[src/design/pipe_pkg.sv]
// shared widths, opcode enum and the command, stage payload and result structs
package pipe_pkg;

  // --------------------------------------------------
  // widths
  // --------------------------------------------------

  // register and result values
  localparam int DATA_W = 16;
  // register file depth and index width
  localparam int REG_N  = 4;
  localparam int REG_AW = $clog2(REG_N);
  // sequence tag, wraps at 256
  localparam int TAG_W  = 8;
  // raw immediate, zero-extended to DATA_W in decode
  localparam int IMM_W  = 8;

  // --------------------------------------------------
  // opcodes
  // --------------------------------------------------

  typedef enum logic [1:0] {
    OP_ADD  = 2'd0,
    OP_SUB  = 2'd1,
    OP_MUL  = 2'd2,
    // drops the command right behind it, writes nothing
    OP_SKIP = 2'd3
  } op_e;

  // --------------------------------------------------
  // bundles
  // --------------------------------------------------

  // raw command as presented on in_cmd
  typedef struct packed {
    op_e               op;
    logic [REG_AW-1:0] rd;
    logic [REG_AW-1:0] rs;
    logic [IMM_W-1:0]  imm;
  } cmd_t;

  // execute payload, built by decode
  typedef struct packed {
    op_e               op;
    logic [REG_AW-1:0] rd;
    logic [REG_AW-1:0] rs;
    logic [DATA_W-1:0] imm;
    logic [TAG_W-1:0]  tag;
    // low only for SKIP
    logic              writes;
  } dec_t;

  // writeback payload, built by execute
  typedef struct packed {
    logic [REG_AW-1:0] rd;
    logic [DATA_W-1:0] value;
    logic              writes;
    logic [TAG_W-1:0]  tag;
  } wb_t;

  // result on out_data
  typedef struct packed {
    logic [TAG_W-1:0]  tag;
    logic [REG_AW-1:0] rd;
    logic [DATA_W-1:0] value;
  } result_t;

endpackage
[src/design/cmd_pipe.sv]
// top level of the command pipeline: three stage controllers and the stage logic
module cmd_pipe #(
  parameter int mul_cycles = 3
) (
  input  logic              clk,
  input  logic              rst,

  // command input
  input  logic              in_val,
  input  pipe_pkg::cmd_t    in_cmd,
  output logic              in_stall,

  // result output
  output logic              out_val,
  output pipe_pkg::result_t out_data,
  input  logic              out_stall
);

  // decode stage
  pipe_pkg::cmd_t              dcd_cmd;
  pipe_pkg::dec_t              dcd_out;
  logic                        dcd_next_val;

  // execute stage
  pipe_pkg::dec_t              ex_payload;
  pipe_pkg::wb_t               ex_out;
  logic                        ex_prev_stall;
  logic                        ex_prev_squash;
  logic                        ex_val;
  logic                        ex_stall;
  logic                        ex_squash;
  logic                        ex_next_val;

  // writeback stage
  pipe_pkg::wb_t               wb_payload;
  logic                        wb_prev_stall;
  logic                        wb_prev_squash;

  // bypass read port
  logic [pipe_pkg::REG_AW-1:0] rs_sel;
  logic [pipe_pkg::DATA_W-1:0] rs_value;

  // --------------------------------------------------
  // decode
  // --------------------------------------------------

  // prev_squash has no consumer, the source never drops a command
  pipe_ctrl #(.payload_t(pipe_pkg::cmd_t)) u_dcd_ctrl (
    .clk         (clk),
    .rst         (rst),
    .prev_val    (in_val),
    .prev_stall  (in_stall),
    .prev_squash (),
    .curr_reg_en (),
    .curr_val    (),
    .curr_stall  (1'b0),
    .curr_squash (1'b0),
    .next_val    (dcd_next_val),
    .next_stall  (ex_prev_stall),
    .next_squash (ex_prev_squash),
    .d_payload   (in_cmd),
    .q_payload   (dcd_cmd)
  );

  cmd_decode_stage u_dcd (
    .clk      (clk),
    .rst      (rst),
    .in_val   (in_val),
    .in_stall (in_stall),
    .in_cmd   (dcd_cmd),
    .dec      (dcd_out)
  );

  // --------------------------------------------------
  // execute
  // --------------------------------------------------

  pipe_ctrl #(.payload_t(pipe_pkg::dec_t)) u_ex_ctrl (
    .clk         (clk),
    .rst         (rst),
    .prev_val    (dcd_next_val),
    .prev_stall  (ex_prev_stall),
    .prev_squash (ex_prev_squash),
    .curr_reg_en (),
    .curr_val    (ex_val),
    .curr_stall  (ex_stall),
    .curr_squash (ex_squash),
    .next_val    (ex_next_val),
    .next_stall  (wb_prev_stall),
    .next_squash (wb_prev_squash),
    .d_payload   (dcd_out),
    .q_payload   (ex_payload)
  );

  cmd_exec_stage #(.mul_cycles(mul_cycles)) u_ex (
    .clk         (clk),
    .rst         (rst),
    .curr_val    (ex_val),
    .ex          (ex_payload),
    .rs_sel      (rs_sel),
    .rs_value    (rs_value),
    .next_stall  (wb_prev_stall),
    .curr_stall  (ex_stall),
    .curr_squash (ex_squash),
    .wb          (ex_out)
  );

  // --------------------------------------------------
  // writeback
  // --------------------------------------------------

  // last stage, only out_stall holds it and nothing squashes it
  pipe_ctrl #(.payload_t(pipe_pkg::wb_t)) u_wb_ctrl (
    .clk         (clk),
    .rst         (rst),
    .prev_val    (ex_next_val),
    .prev_stall  (wb_prev_stall),
    .prev_squash (wb_prev_squash),
    .curr_reg_en (),
    .curr_val    (out_val),
    .curr_stall  (1'b0),
    .curr_squash (1'b0),
    .next_val    (),
    .next_stall  (out_stall),
    .next_squash (1'b0),
    .d_payload   (ex_out),
    .q_payload   (wb_payload)
  );

  cmd_wb_stage u_wb (
    .clk       (clk),
    .rst       (rst),
    .curr_val  (out_val),
    .wbp       (wb_payload),
    .out_stall (out_stall),
    .rs_sel    (rs_sel),
    .rs_value  (rs_value),
    .out_data  (out_data)
  );

endmodule

[src/design/cmd_wb_stage.sv]
// writeback stage logic: register file, bypassed read port, result output
module cmd_wb_stage (
  input  logic                        clk,
  input  logic                        rst,

  // item held in the writeback stage register
  input  logic                        curr_val,
  input  pipe_pkg::wb_t               wbp,

  // output back-pressure
  input  logic                        out_stall,

  // read port for execute
  input  logic [pipe_pkg::REG_AW-1:0] rs_sel,
  output logic [pipe_pkg::DATA_W-1:0] rs_value,

  // result for out_data
  output pipe_pkg::result_t           out_data
);

  // architectural registers
  logic [pipe_pkg::DATA_W-1:0] regs [pipe_pkg::REG_N];
  // writeback commits this cycle
  logic                        wr_en;
  // execute reads the register writeback is about to update
  logic                        byp_hit;

  // --------------------------------------------------
  // register file
  // --------------------------------------------------

  // commit only when the result is actually taken downstream
  assign wr_en = curr_val && wbp.writes && !out_stall;

  always_ff @(posedge clk) begin
    if (rst) begin
      for (int i = 0; i < pipe_pkg::REG_N; i++) begin
        regs[i] <= '0;
      end
    end else if (wr_en) begin
      regs[wbp.rd] <= wbp.value;
    end
  end

  // --------------------------------------------------
  // bypass read
  // --------------------------------------------------

  // pending value wins over the file, stalled or not
  assign byp_hit = curr_val && wbp.writes && (wbp.rd == rs_sel);

  assign rs_value = byp_hit ? wbp.value : regs[rs_sel];

  // --------------------------------------------------
  // output
  // --------------------------------------------------

  assign out_data.tag   = wbp.tag;
  assign out_data.rd    = wbp.rd;
  assign out_data.value = wbp.value;

  // --------------------------------------------------
  // checks
  // --------------------------------------------------

  // the stage register must hold the result while the sink stalls
  a_out_hold: assert property (
    @(posedge clk) disable iff (rst)
    (curr_val && out_stall) |=> (curr_val && $stable(out_data))
  );

endmodule

[src/design/cmd_exec_stage.sv]
// execute stage logic: ADD/SUB/MUL datapath, MUL stall counter, SKIP squash
module cmd_exec_stage #(
  parameter int mul_cycles = 3
) (
  input  logic                        clk,
  input  logic                        rst,

  // item held in the execute stage register
  input  logic                        curr_val,
  input  pipe_pkg::dec_t              ex,

  // operand read through the writeback bypass
  output logic [pipe_pkg::REG_AW-1:0] rs_sel,
  input  logic [pipe_pkg::DATA_W-1:0] rs_value,

  // controller hooks
  input  logic                        next_stall,
  output logic                        curr_stall,
  output logic                        curr_squash,

  // payload for the writeback stage register
  output pipe_pkg::wb_t               wb
);

  // counter wide enough to hold mul_cycles itself
  localparam int CNT_W = $clog2(mul_cycles + 1);
  // last counter value of a MUL, the cycle it may leave
  localparam logic [CNT_W-1:0] CNT_LAST = CNT_W'(mul_cycles - 1);

  // cycles spent so far by the current MUL
  logic [CNT_W-1:0]            mul_cnt;
  // valid MUL sitting in execute
  logic                        mul_busy;
  // full product before truncation
  logic [2*pipe_pkg::DATA_W-1:0] mul_full;
  // result for the current op
  logic [pipe_pkg::DATA_W-1:0] alu_res;

  // --------------------------------------------------
  // operand and datapath
  // --------------------------------------------------

  assign rs_sel = ex.rs;

  assign mul_full = rs_value * ex.imm;

  always_comb begin
    case (ex.op)
      pipe_pkg::OP_ADD: alu_res = rs_value + ex.imm;
      pipe_pkg::OP_SUB: alu_res = rs_value - ex.imm;
      // low half of the product only
      pipe_pkg::OP_MUL: alu_res = mul_full[pipe_pkg::DATA_W-1:0];
      // SKIP carries zero and never writes
      default:          alu_res = '0;
    endcase
  end

  assign wb.rd     = ex.rd;
  assign wb.value  = alu_res;
  assign wb.writes = ex.writes;
  assign wb.tag    = ex.tag;

  // --------------------------------------------------
  // multi-cycle MUL
  // --------------------------------------------------

  assign mul_busy = curr_val && (ex.op == pipe_pkg::OP_MUL);

  // hold for the first mul_cycles-1 cycles,
  // the product is taken on the last one
  assign curr_stall = mul_busy && (mul_cnt != CNT_LAST);

  always_ff @(posedge clk) begin
    if (rst) begin
      mul_cnt <= '0;
    end else if (curr_stall) begin
      mul_cnt <= mul_cnt + CNT_W'(1);
    end else if (curr_val && !next_stall) begin
      // item leaves, the next arrival starts from zero
      mul_cnt <= '0;
    end
  end

  // --------------------------------------------------
  // SKIP
  // --------------------------------------------------

  // the controller forwards this only once execute can move
  assign curr_squash = curr_val && (ex.op == pipe_pkg::OP_SKIP);

  // --------------------------------------------------
  // checks
  // --------------------------------------------------

  // a MUL held downstream must not keep counting
  a_mul_cnt_range: assert property (
    @(posedge clk) disable iff (rst)
    mul_cnt < CNT_W'(mul_cycles)
  );

endmodule

[src/design/cmd_decode_stage.sv]
// decode stage logic: immediate widening, write flag and sequence tag counter
module cmd_decode_stage (
  input  logic           clk,
  input  logic           rst,

  // top-level input handshake, used to count accepted commands
  input  logic           in_val,
  input  logic           in_stall,

  // command held in the decode stage register
  input  pipe_pkg::cmd_t in_cmd,

  // payload for the execute stage register
  output pipe_pkg::dec_t dec
);

  // number of commands accepted so far
  logic [pipe_pkg::TAG_W-1:0] tag_cnt;
  // a command enters decode on this edge
  logic                       accept;

  // --------------------------------------------------
  // tag counter
  // --------------------------------------------------

  // same condition that loads the decode stage register
  assign accept = in_val && !in_stall;

  // squashed commands still consume a tag,
  // which leaves a visible gap in the output
  always_ff @(posedge clk) begin
    if (rst) begin
      tag_cnt <= '0;
    end else if (accept) begin
      tag_cnt <= tag_cnt + pipe_pkg::TAG_W'(1);
    end
  end

  // --------------------------------------------------
  // field mapping
  // --------------------------------------------------

  assign dec.op = in_cmd.op;
  assign dec.rd = in_cmd.rd;
  assign dec.rs = in_cmd.rs;

  // immediates are unsigned
  assign dec.imm = pipe_pkg::DATA_W'(in_cmd.imm);

  // the held command is always the last one accepted,
  // so its tag is one behind the counter
  assign dec.tag = tag_cnt - pipe_pkg::TAG_W'(1);

  // every op but SKIP updates rd
  assign dec.writes = (in_cmd.op != pipe_pkg::OP_SKIP);

endmodule

[src/design/pipe_ctrl.sv]
// pipeline stage controller with valid bit, payload register and stall and squash aggregation
module pipe_ctrl #(
  parameter type payload_t = logic
) (
  input  logic     clk,
  input  logic     rst,

  // towards the previous stage
  input  logic     prev_val,
  output logic     prev_stall,
  output logic     prev_squash,

  // this stage
  output logic     curr_reg_en,
  output logic     curr_val,
  input  logic     curr_stall,
  input  logic     curr_squash,

  // towards the next stage
  output logic     next_val,
  input  logic     next_stall,
  input  logic     next_squash,

  // stage payload
  input  payload_t d_payload,
  output payload_t q_payload
);

  // valid register enable
  logic val_en;

  // --------------------------------------------------
  // valid bit and payload register
  // --------------------------------------------------

  // load on a squash from downstream, or whenever upstream is not held
  assign val_en = !prev_stall || next_squash;

  // payload only moves when a real item comes in, or on a squash
  assign curr_reg_en = (!prev_stall && prev_val) || next_squash;

  always_ff @(posedge clk) begin
    if (rst) begin
      curr_val <= 1'b0;
    end else if (val_en) begin
      curr_val <= prev_val;
    end
  end

  always_ff @(posedge clk) begin
    if (curr_reg_en) begin
      q_payload <= d_payload;
    end
  end

  // --------------------------------------------------
  // handoff and aggregation
  // --------------------------------------------------

  // the item leaves only if nothing holds or kills it
  assign next_val = curr_val && !next_squash && !next_stall && !curr_stall;

  // a bubble never stalls upstream
  assign prev_stall = (next_stall || curr_stall) && curr_val;

  // own squash goes up only once this stage is free to move,
  // otherwise the same squash would fire on several cycles
  assign prev_squash = next_squash || (curr_squash && !next_stall && !curr_stall);

  // --------------------------------------------------
  // checks
  // --------------------------------------------------

  // a stage being emptied must not hold back the one before it
  a_no_stall_on_squash: assert property (
    @(posedge clk) disable iff (rst)
    !(prev_stall && next_squash)
  );

endmodule

[config.mk]
export PLATFORM = sky130hd
export DESIGN_NAME = cmd_pipe
export DESIGN_NICKNAME = d
export VERILOG_FILES = /design/src/design/pipe_pkg.sv /design/src/design/cmd_pipe.sv /design/src/design/cmd_wb_stage.sv /design/src/design/cmd_exec_stage.sv /design/src/design/cmd_decode_stage.sv /design/src/design/pipe_ctrl.sv
export SDC_FILE = /design/constraint.sdc
export NUM_CORES = 1
export LEC_CHECK = 0
export ABC_AREA = 0
export BUFFER_PORTS_ARGS = -buffer_cell sky130_fd_sc_hd__buf_2
export CAP_MARGIN = 20
export CORE_MARGIN = 1.5
export CORE_UTILIZATION = 46
export CTS_CLUSTER_SIZE = 28
export DETAILED_ROUTE_END_ITERATION = 6
export GPL_TIMING_DRIVEN = 0
export MAX_ROUTING_LAYER = met4
export PLACE_DENSITY = 0.65
export REMOVE_ABC_BUFFERS = 1
export SYNTH_ARGS = -nofsm -noshare
export SYNTH_HDL_FRONTEND = slang
export SYNTH_SLANG_ARGS = --single-unit
[constraint.sdc]
create_clock -name clk -period 6.5 [get_ports clk]
set_clock_uncertainty 0.15 [all_clocks]
set_input_delay 0.975 -clock clk [delete_from_list [all_inputs] [get_ports clk]]
set_output_delay 0.975 -clock clk [all_outputs]
set_load 0.02 [all_outputs]
==> summary.txt, run 1 <==
Nets -> 971
Cells after synthesis -> 828
I/O pin count -> 46
Critical path's top delay family -> adder cells
Clock transition at path regs -> 60 ps
Critical path class -> register to register
Synth cell types -> 54
Vias -> 5846
Die boundary width -> 148.8 µm
CP most frequent cell -> fa_1
Area grow syn2layout -> 10.55%
Critical path peak fanout -> 9
Slowest cell on the critical path -> fa_1
Num CTS Buffers -> 17
Reg power frac -> 33.7%
CP Capture Type -> register
Avg Synthesized Cell Area -> 11.81 µm²
Number of max-cap violations -> 0
Max incr delay on CP -> 570 ps
Main synth FF type -> edfxtp_1
Register Area -> 0.004149 mm²
Footprint of the multi-input gates -> 0.004996 mm²
Largest cells by area after synthesis -> edfxtp_1 (39%), fa_1 (12%), and2_1 (8.8%)
Die footprint -> 0.02214 mm²
Synth warn -> 0
H-tree lvl count -> 4
Crit-path cells -> xor2_1, nor3_4, buf_12, mux2_2, and2_1, fa_1, fa_1, fa_1, inv_1, fa_1, inv_1, ha_1, nor3_1, o21ai_0, a31oi_1, nor2b_1, o21a_1, o41ai_2, xor2_1, o32ai_1
Internal power -> 2.258 mW
Yosys top cell area share -> 39.32%
IO buf count -> 45
Unrepaired setup endpoints after global routing -> false
Power per Cell Area -> 303.8 mW/mm²
Vias in the first global route -> 5808
Commonest non-fill, non-tap cell in the layout -> and2_1
Leakage power -> 4.558 nW
Root buffer cell -> clkbuf_16
Row cnt -> 53
N_diodes -> 0
P_sw -> 1.025 mW
Post-synth EDFFs -> 128
Worst hold path type -> register to register
Min Tclk post-route -> 6208 ps
Initial antenna violation count -> 0
CP arrival -> 6190 ps
Least-Margin Pin Slew -> 957.5 ps
Bufs on Longest Clock Path -> 2
First-pass iteration count of the detailed router -> 5
Synthesized cell area -> 0.009776 mm²
Tcrit/Tclk final -> 95.50%
Slew HR -> 36.10%
DR DRC count -> 0
Post-DP HPWL -> 13670 µm
FILL cells -> 1848
Highest-count cells in the layout ignoring fill and taps -> and2_1 (137), edfxtp_1 (128), inv_1 (88)
Clock Latency Late Sink -> 420 ps
Setup TNS -> 0 ps
Worst Path Required -> 6480 ps
DR iter-0 viols -> 338
FMAX -> 161.1 MHz
Post-synth top area cell -> edfxtp_1
Initial cell density of the core -> 46.65%
Final ANT Viol Nets -> 0
Clk sinks -> 143
Detailed Route WL -> 19350 µm
Drt via density -> 5.151
Peak VDD IR -> 0.0002366 V
CP Launch Type -> register
Die height -> 148.8 µm
Flops & latches, synth -> 143
Final setup violation count -> 0
Share of post-route cells with drive strength above 1 -> 14.65%
Logic pwr share -> 33.0%
Switch share -> 31.23%
Grt total ovfl -> 0
Outcome -> finished, final reports clean
Seq/Total Area, Yosys -> 42.39%
Post-Place Cells -> 1100
Ys async rst share -> 0%
CTS tree -> yes
GP Congestion -> 0.8511
Clock share of power -> 33.3%
Avg WL per Cell -> 17.05 µm
Critical path buffers and inverters -> 3
First-pass GRT wire length -> 31350 µm
Core Footprint -> 0.02096 mm²
Global Route Usage Sum -> 19.45%
Final Hold Viols -> 0
Worst reg-to-reg setup slack -> 290 ps
Final cell count without fillers -> 1135
Largest net degree at the start of global routing -> 28
Slew Limit Fails -> 0
Worst-case hold slack -> 267.7 ps
==> logic make-up (layout without fill, tap and decap cells) <==
| group | count (synthesis) | in the layout | synth area share, % |
|---|---|---|---|
| AOI/OAI and AO/OA | 80 | 80 | 5.197 |
| xor gates and xnor gates | 55 | 55 | 5.299 |
| adders and majority gates | 106 | 106 | 18.25 |
| buffers and inverters | 140 | 172 | 6.822 |
| DFF | 143 | 143 | 42.39 |
| muxes | 33 | 33 | 6.361 |
| and+or+nand+nor | 271 | 271 | 15.68 |
==> worst reg2reg max path, stage by stage, from the launching register on <==
cell and delay, ps:
edfxtp_1 500, xor2_1 210, nor3_4 220, buf_12 160, mux2_2 460, and2_1 220, fa_1 570, fa_1 470
fa_1 550, inv_1 50, fa_1 520, inv_1 40, ha_1 250, nor3_1 210, o21ai_0 170, a31oi_1 310
nor2b_1 90, o21a_1 200, o41ai_2 270, xor2_1 190, o32ai_1 100
==> power by group through the flow <==
stage	combinational, mW	sequential [mW]	clock, mW
finish	1.08	1.11	1.09
floorplan	0.829	1.12	0
global placement	1.06	1.12	0
detailed placement	1.07	1.13	0
global route	1.23	1.11	1.15
CTS	1.08	1.11	1.12
==> registers in the layout (all words and copies together) (netlist names), named ones only <==
signal	flops
u_ex_ctrl.q_payload	23
u_ex.mul_cnt	2
u_wb_ctrl.curr_val	1
u_dcd.tag_cnt	8
u_dcd_ctrl.q_payload	14
u_dcd_ctrl.curr_val	1
u_wb_ctrl.q_payload	27
u_wb.regs	64
u_ex_ctrl.curr_val	1
==> cell type report <==
| class | instances | area share [%] |
|---|---|---|
| Clock buffer | 18 | 3.971 |
| Clock inverter | 14 | 2.188 |
| Inverter | 88 | 3.057 |
| Multi-Input combinational cell | 545 | 46.23 |
| Sequential cell | 143 | 38.39 |
| Tap cell | 275 | 3.184 |
| Timing Repair Buffer | 52 | 2.976 |
==> synth_stat cells (3+ instances only) <==
cell	n
and4_1	3
nor3_1	11
inv_1	88
o21bai_1	5
or2_2	5
clkbuf_1	20
and2_1	137
nor2b_1	8
o21a_1	3
o22ai_1	10
mux2_2	10
and3_1	3
xor2_1	28
xnor2_1	23
nand2_4	3
mux4_1	13
nand3_1	6
nand2_1	45
buf_6	4
fa_1	61
mux2_4	6
mux4_2	3
nor4_1	4
edfxtp_1	128
o21ai_0	16
a21o_1	8
dfxtp_1	15
buf_4	27
nor2_1	34
o31ai_1	3
ha_1	45
xnor2_2	3
a21oi_1	22
==> routing by layer <==
metal / wire (µm) / vias up / global-route usage, %
li1: - / 2817 / -
met1: 9191 / 2895 / 27.20
met2: 9093 / 121 / 29.30
met3: 860 / 13 / 4.098
met4: 206 / 0 / 4.455
met5: 0 / - / -
==> path summary, 6_finish.rpt <==
| path | from | to | cells after the start |
|---|---|---|---|
| worst max-delay path | u_wb_ctrl.q_payload[25] | u_wb_ctrl.q_payload[24] | 20 |
| worst min-delay path | u_dcd_ctrl.q_payload[5] | u_ex_ctrl.q_payload[14] | 0 |
| worst max register to register | u_wb_ctrl.q_payload[25] | u_wb_ctrl.q_payload[24] | 20 |
| worst min register to register | u_dcd_ctrl.q_payload[5] | u_ex_ctrl.q_payload[14] | 0 |
==> timing repair <==
item                                    CTS  global route
endpoints found under the setup margin    3             1
resized for setup                         3             2
setup buffers                             2             0
pin swaps                                 1             0
hold buffers                              0             0
==> per-stage QoR <==
| stage | cell area (µm²) | utilization, % | setup WS, ps | power, mW |
|---|---|---|---|---|
| after floorplan | 9439 | - | 389.1 | 1.947 |
| after global placement | 10010 | 47.76 | -306.1 | 2.187 |
| after detailed placement | 10070 | 48.05 | -439.7 | 2.200 |
| after CTS | 10770 | 51.39 | 117.4 | 3.305 |
| after global routing | 10810 | 51.57 | 71.63 | 3.495 |
| final | 10810 | 51.57 | 292.4 | 3.283 |
Note: power is estimated with default switching activity, not from simulation.
==> run 2, diff against run 1 <==
--- a/config.mk
+++ b/config.mk
@@ -8,13 +8,15 @@
 export ABC_AREA = 0
 export BUFFER_PORTS_ARGS = -buffer_cell sky130_fd_sc_hd__buf_2
 export CAP_MARGIN = 20
+export CELL_PAD_IN_SITES_DETAIL_PLACEMENT = 2
+export CELL_PAD_IN_SITES_GLOBAL_PLACEMENT = 2
 export CORE_MARGIN = 1.5
-export CORE_UTILIZATION = 46
+export CORE_UTILIZATION = 43
 export CTS_CLUSTER_SIZE = 28
 export DETAILED_ROUTE_END_ITERATION = 6
 export GPL_TIMING_DRIVEN = 0
 export MAX_ROUTING_LAYER = met4
-export PLACE_DENSITY = 0.65
+export PLACE_DENSITY = 0.83
 export REMOVE_ABC_BUFFERS = 1
 export SYNTH_ARGS = -nofsm -noshare
 export SYNTH_HDL_FRONTEND = slang
==> summary.txt, run 2 (same netlist as run 1, synthesis figures left out) <==
Post-DP HPWL -> 20820 µm (+52%)
FILL cells -> 2183 (+18%)
Final Cell Area -> 0.01078 mm² (-0.24%)
Logic pwr share -> 36.7% (+3.7 points)
Largest net degree at the start of global routing -> 26 (-7.1%)
N_diodes -> 0 (unchanged)
Top flop regs -> u_wb.regs: 64 flops, u_wb_ctrl.q_payload: 27 flops, u_ex_ctrl.q_payload: 23 flops
Initial antenna violation count -> 0 (unchanged)
Share of post-route cells with drive strength above 1 -> 15.14% (+0.49 points)
Row cnt -> 54 (+1.9%)
Worst Path Required -> 6480 ps (about the same)
Slew HR -> 32.28% (-3.8 points)
Min Tclk post-route -> 6167 ps (-40.32 ps)
GP Congestion -> 0.8197 (-3.7%)
Leakage power -> 4.543 nW (-0.34%)
FMAX -> 162.1 MHz (+0.65%)
CTS tree -> yes
Reg power frac -> 33.8% (about the same)
DR iter-0 viols -> 283 (-16%)
Final Worst Setup Slack -> 332.7 ps (+40.32 ps)
Pre-CTS setup slack -> -537.6 ps (-97.87 ps)
Die boundary width -> 153.8 µm (+3.4%)
Nets -> 976 (+0.51%)
Clock transition at path regs -> 70 ps (about the same)
CP arrival -> 6150 ps (-40 ps)
Switch share -> 35.86% (+4.6 points)
Die footprint -> 0.02365 mm² (+6.8%)
Grt total ovfl -> 0 (unchanged)
Critical path peak fanout -> 10 (+1)
Max reg flops -> 64 (unchanged)
First-pass iteration count of the detailed router -> 4 (-1)
IO buf count -> 45 (unchanged)
Post-placement cell area -> 0.01011 mm² (+0.37%)
Die height -> 153.8 µm (+3.4%)
First-pass GRT wire length -> 44920 µm (+43%)
Final Hold Viols -> 0 (unchanged)
Root buffer cell -> clkbuf_16
P_sw -> 1.180 mW (+15%)
Clock share of power -> 29.5% (-3.8 points)
Final setup violation count -> 0 (unchanged)
Clk sinks -> 143 (unchanged)
Commonest non-fill, non-tap cell in the layout -> and2_1
I/O pin count -> 46 (unchanged)
Area grow syn2layout -> 10.28%
Slew Limit Fails -> 0 (unchanged)
CP Launch Type -> register
Power per Cell Area -> 305.2 mW/mm² (+0.46%)
Internal power -> 2.110 mW (-6.5%)
Outcome -> finished, final reports clean
Num CTS Buffers -> 17 (unchanged)
Tcrit/Tclk final -> 94.88% (-0.62 points)
Drt via density -> 5.690 (+10%)
Worst hold path type -> register to register
Vias in the first global route -> 7552 (+30%)
Final ANT Viol Nets -> 0 (unchanged)
Bufs on Longest Clock Path -> 2 (unchanged)
Global Route Usage Sum -> 26.54% (+7.1 points)
Peak VDD IR -> 0.0001861 V (-21%)
Vias -> 6515 (+11%)
Util after Layout -> 48.79% (-2.8 points)
Avg WL per Cell -> 25.68 µm (+51%)
Least-Margin Pin Slew -> 1015 ps (+57.20 ps)
CP Capture Type -> register
Clock Latency Late Sink -> 430 ps (about the same)
H-tree lvl count -> 4 (unchanged)
Detailed Route WL -> 29410 µm (+52%)
CTS Hold Bufs -> 0 (unchanged)
Critical path class -> register to register
Top reg by flops -> u_wb.regs
Core Footprint -> 0.02209 mm² (+5.4%)
Highest-count cells in the layout ignoring fill and taps -> and2_1 (137), edfxtp_1 (128), inv_1 (88)
Unrepaired setup endpoints after global routing -> false
Number of max-cap violations -> 0 (unchanged)
DR DRC count -> 0 (unchanged)
Initial cell density of the core -> 44.25% (-2.4 points)
## run 2: final cells by class
type / count / area, µm² / share of cell area, %
clock buffers: 20 / 446.7 / 4.143
clock inverters: 12 / 125.1 / 1.161
inverters: 88 / 330.3 / 3.064
multi-input cells: 545 / 5001 / 46.39
flip-flops and latches: 143 / 4151 / 38.51
well taps: 280 / 350.3 / 3.250
repair buffers: 57 / 375.4 / 3.482
## run 2: power by group through the flow
| stage | clock network (mW) | logic (mW) | registers, mW |
|---|---|---|---|
| CTS | 0.987 | 1.20 | 1.11 |
| floorplan | 0 | 0.829 | 1.12 |
| global route | 1.02 | 1.33 | 1.12 |
| detailed placement | 0 | 1.17 | 1.13 |
| global placement | 0 | 1.08 | 1.12 |
| finish | 0.971 | 1.21 | 1.11 |
## run 2: layer usage
| layer | routed length [µm] | track usage, % | share of wire (%) |
|---|---|---|---|
| met1 | 11910 | 30.70 | 41 |
| met2 | 15410 | 45.94 | 52 |
| met3 | 918 | 3.890 | 3.1 |
| met4 | 1167 | 11.65 | 4.0 |
| met5 | 0 | - | 0 |
## run 2: timing repair
item / in CTS / in global routing
resized for setup: 3 / 4
buffers inserted: 3 / 4
pin swaps: 1 / 1
endpoints found under the setup margin: 6 / 2
## run 2: worst paths after layout
path                                              start                      end  slack, ps  depth (start not counted)
worst min register to register  u_dcd_ctrl.q_payload[7]  u_ex_ctrl.q_payload[16]        270                          0
worst max-delay path            u_ex_ctrl.q_payload[25]  u_wb_ctrl.q_payload[24]        330                         20
worst min-delay path            u_dcd_ctrl.q_payload[7]  u_ex_ctrl.q_payload[16]        270                          0
worst max register to register  u_ex_ctrl.q_payload[25]  u_wb_ctrl.q_payload[24]        330                         20
## run 2: critical path, cell delays in order (launching register included)
cell and delay (ps):
edfxtp_1 420, xor2_1 220, nor3_4 210, buf_12 160, mux2_2 450, and2_1 220, fa_1 480, fa_1 550
inv_1 50, fa_1 470, fa_1 550, inv_1 40, ha_1 330, a21oi_1 260, o21ai_0 170, a31oi_2 250
nor2b_1 80, o21a_1 200, o41ai_2 240, xor2_1 220, o32ai_1 130
## run 2: stage by stage
stage / hold WS [ps] / TNS, ps / total power, mW / instances
floorplan: 250.3 / 0 / 1.947 / 776
global placement: 251.0 / -518.2 / 2.203 / 1101
detailed placement: 256.1 / -1387 / 2.304 / 1106
CTS: 273.8 / 0 / 3.299 / 1141
global route: 276.5 / 0 / 3.466 / 1145
finish: 271.1 / 0 / 3.290 / 1145
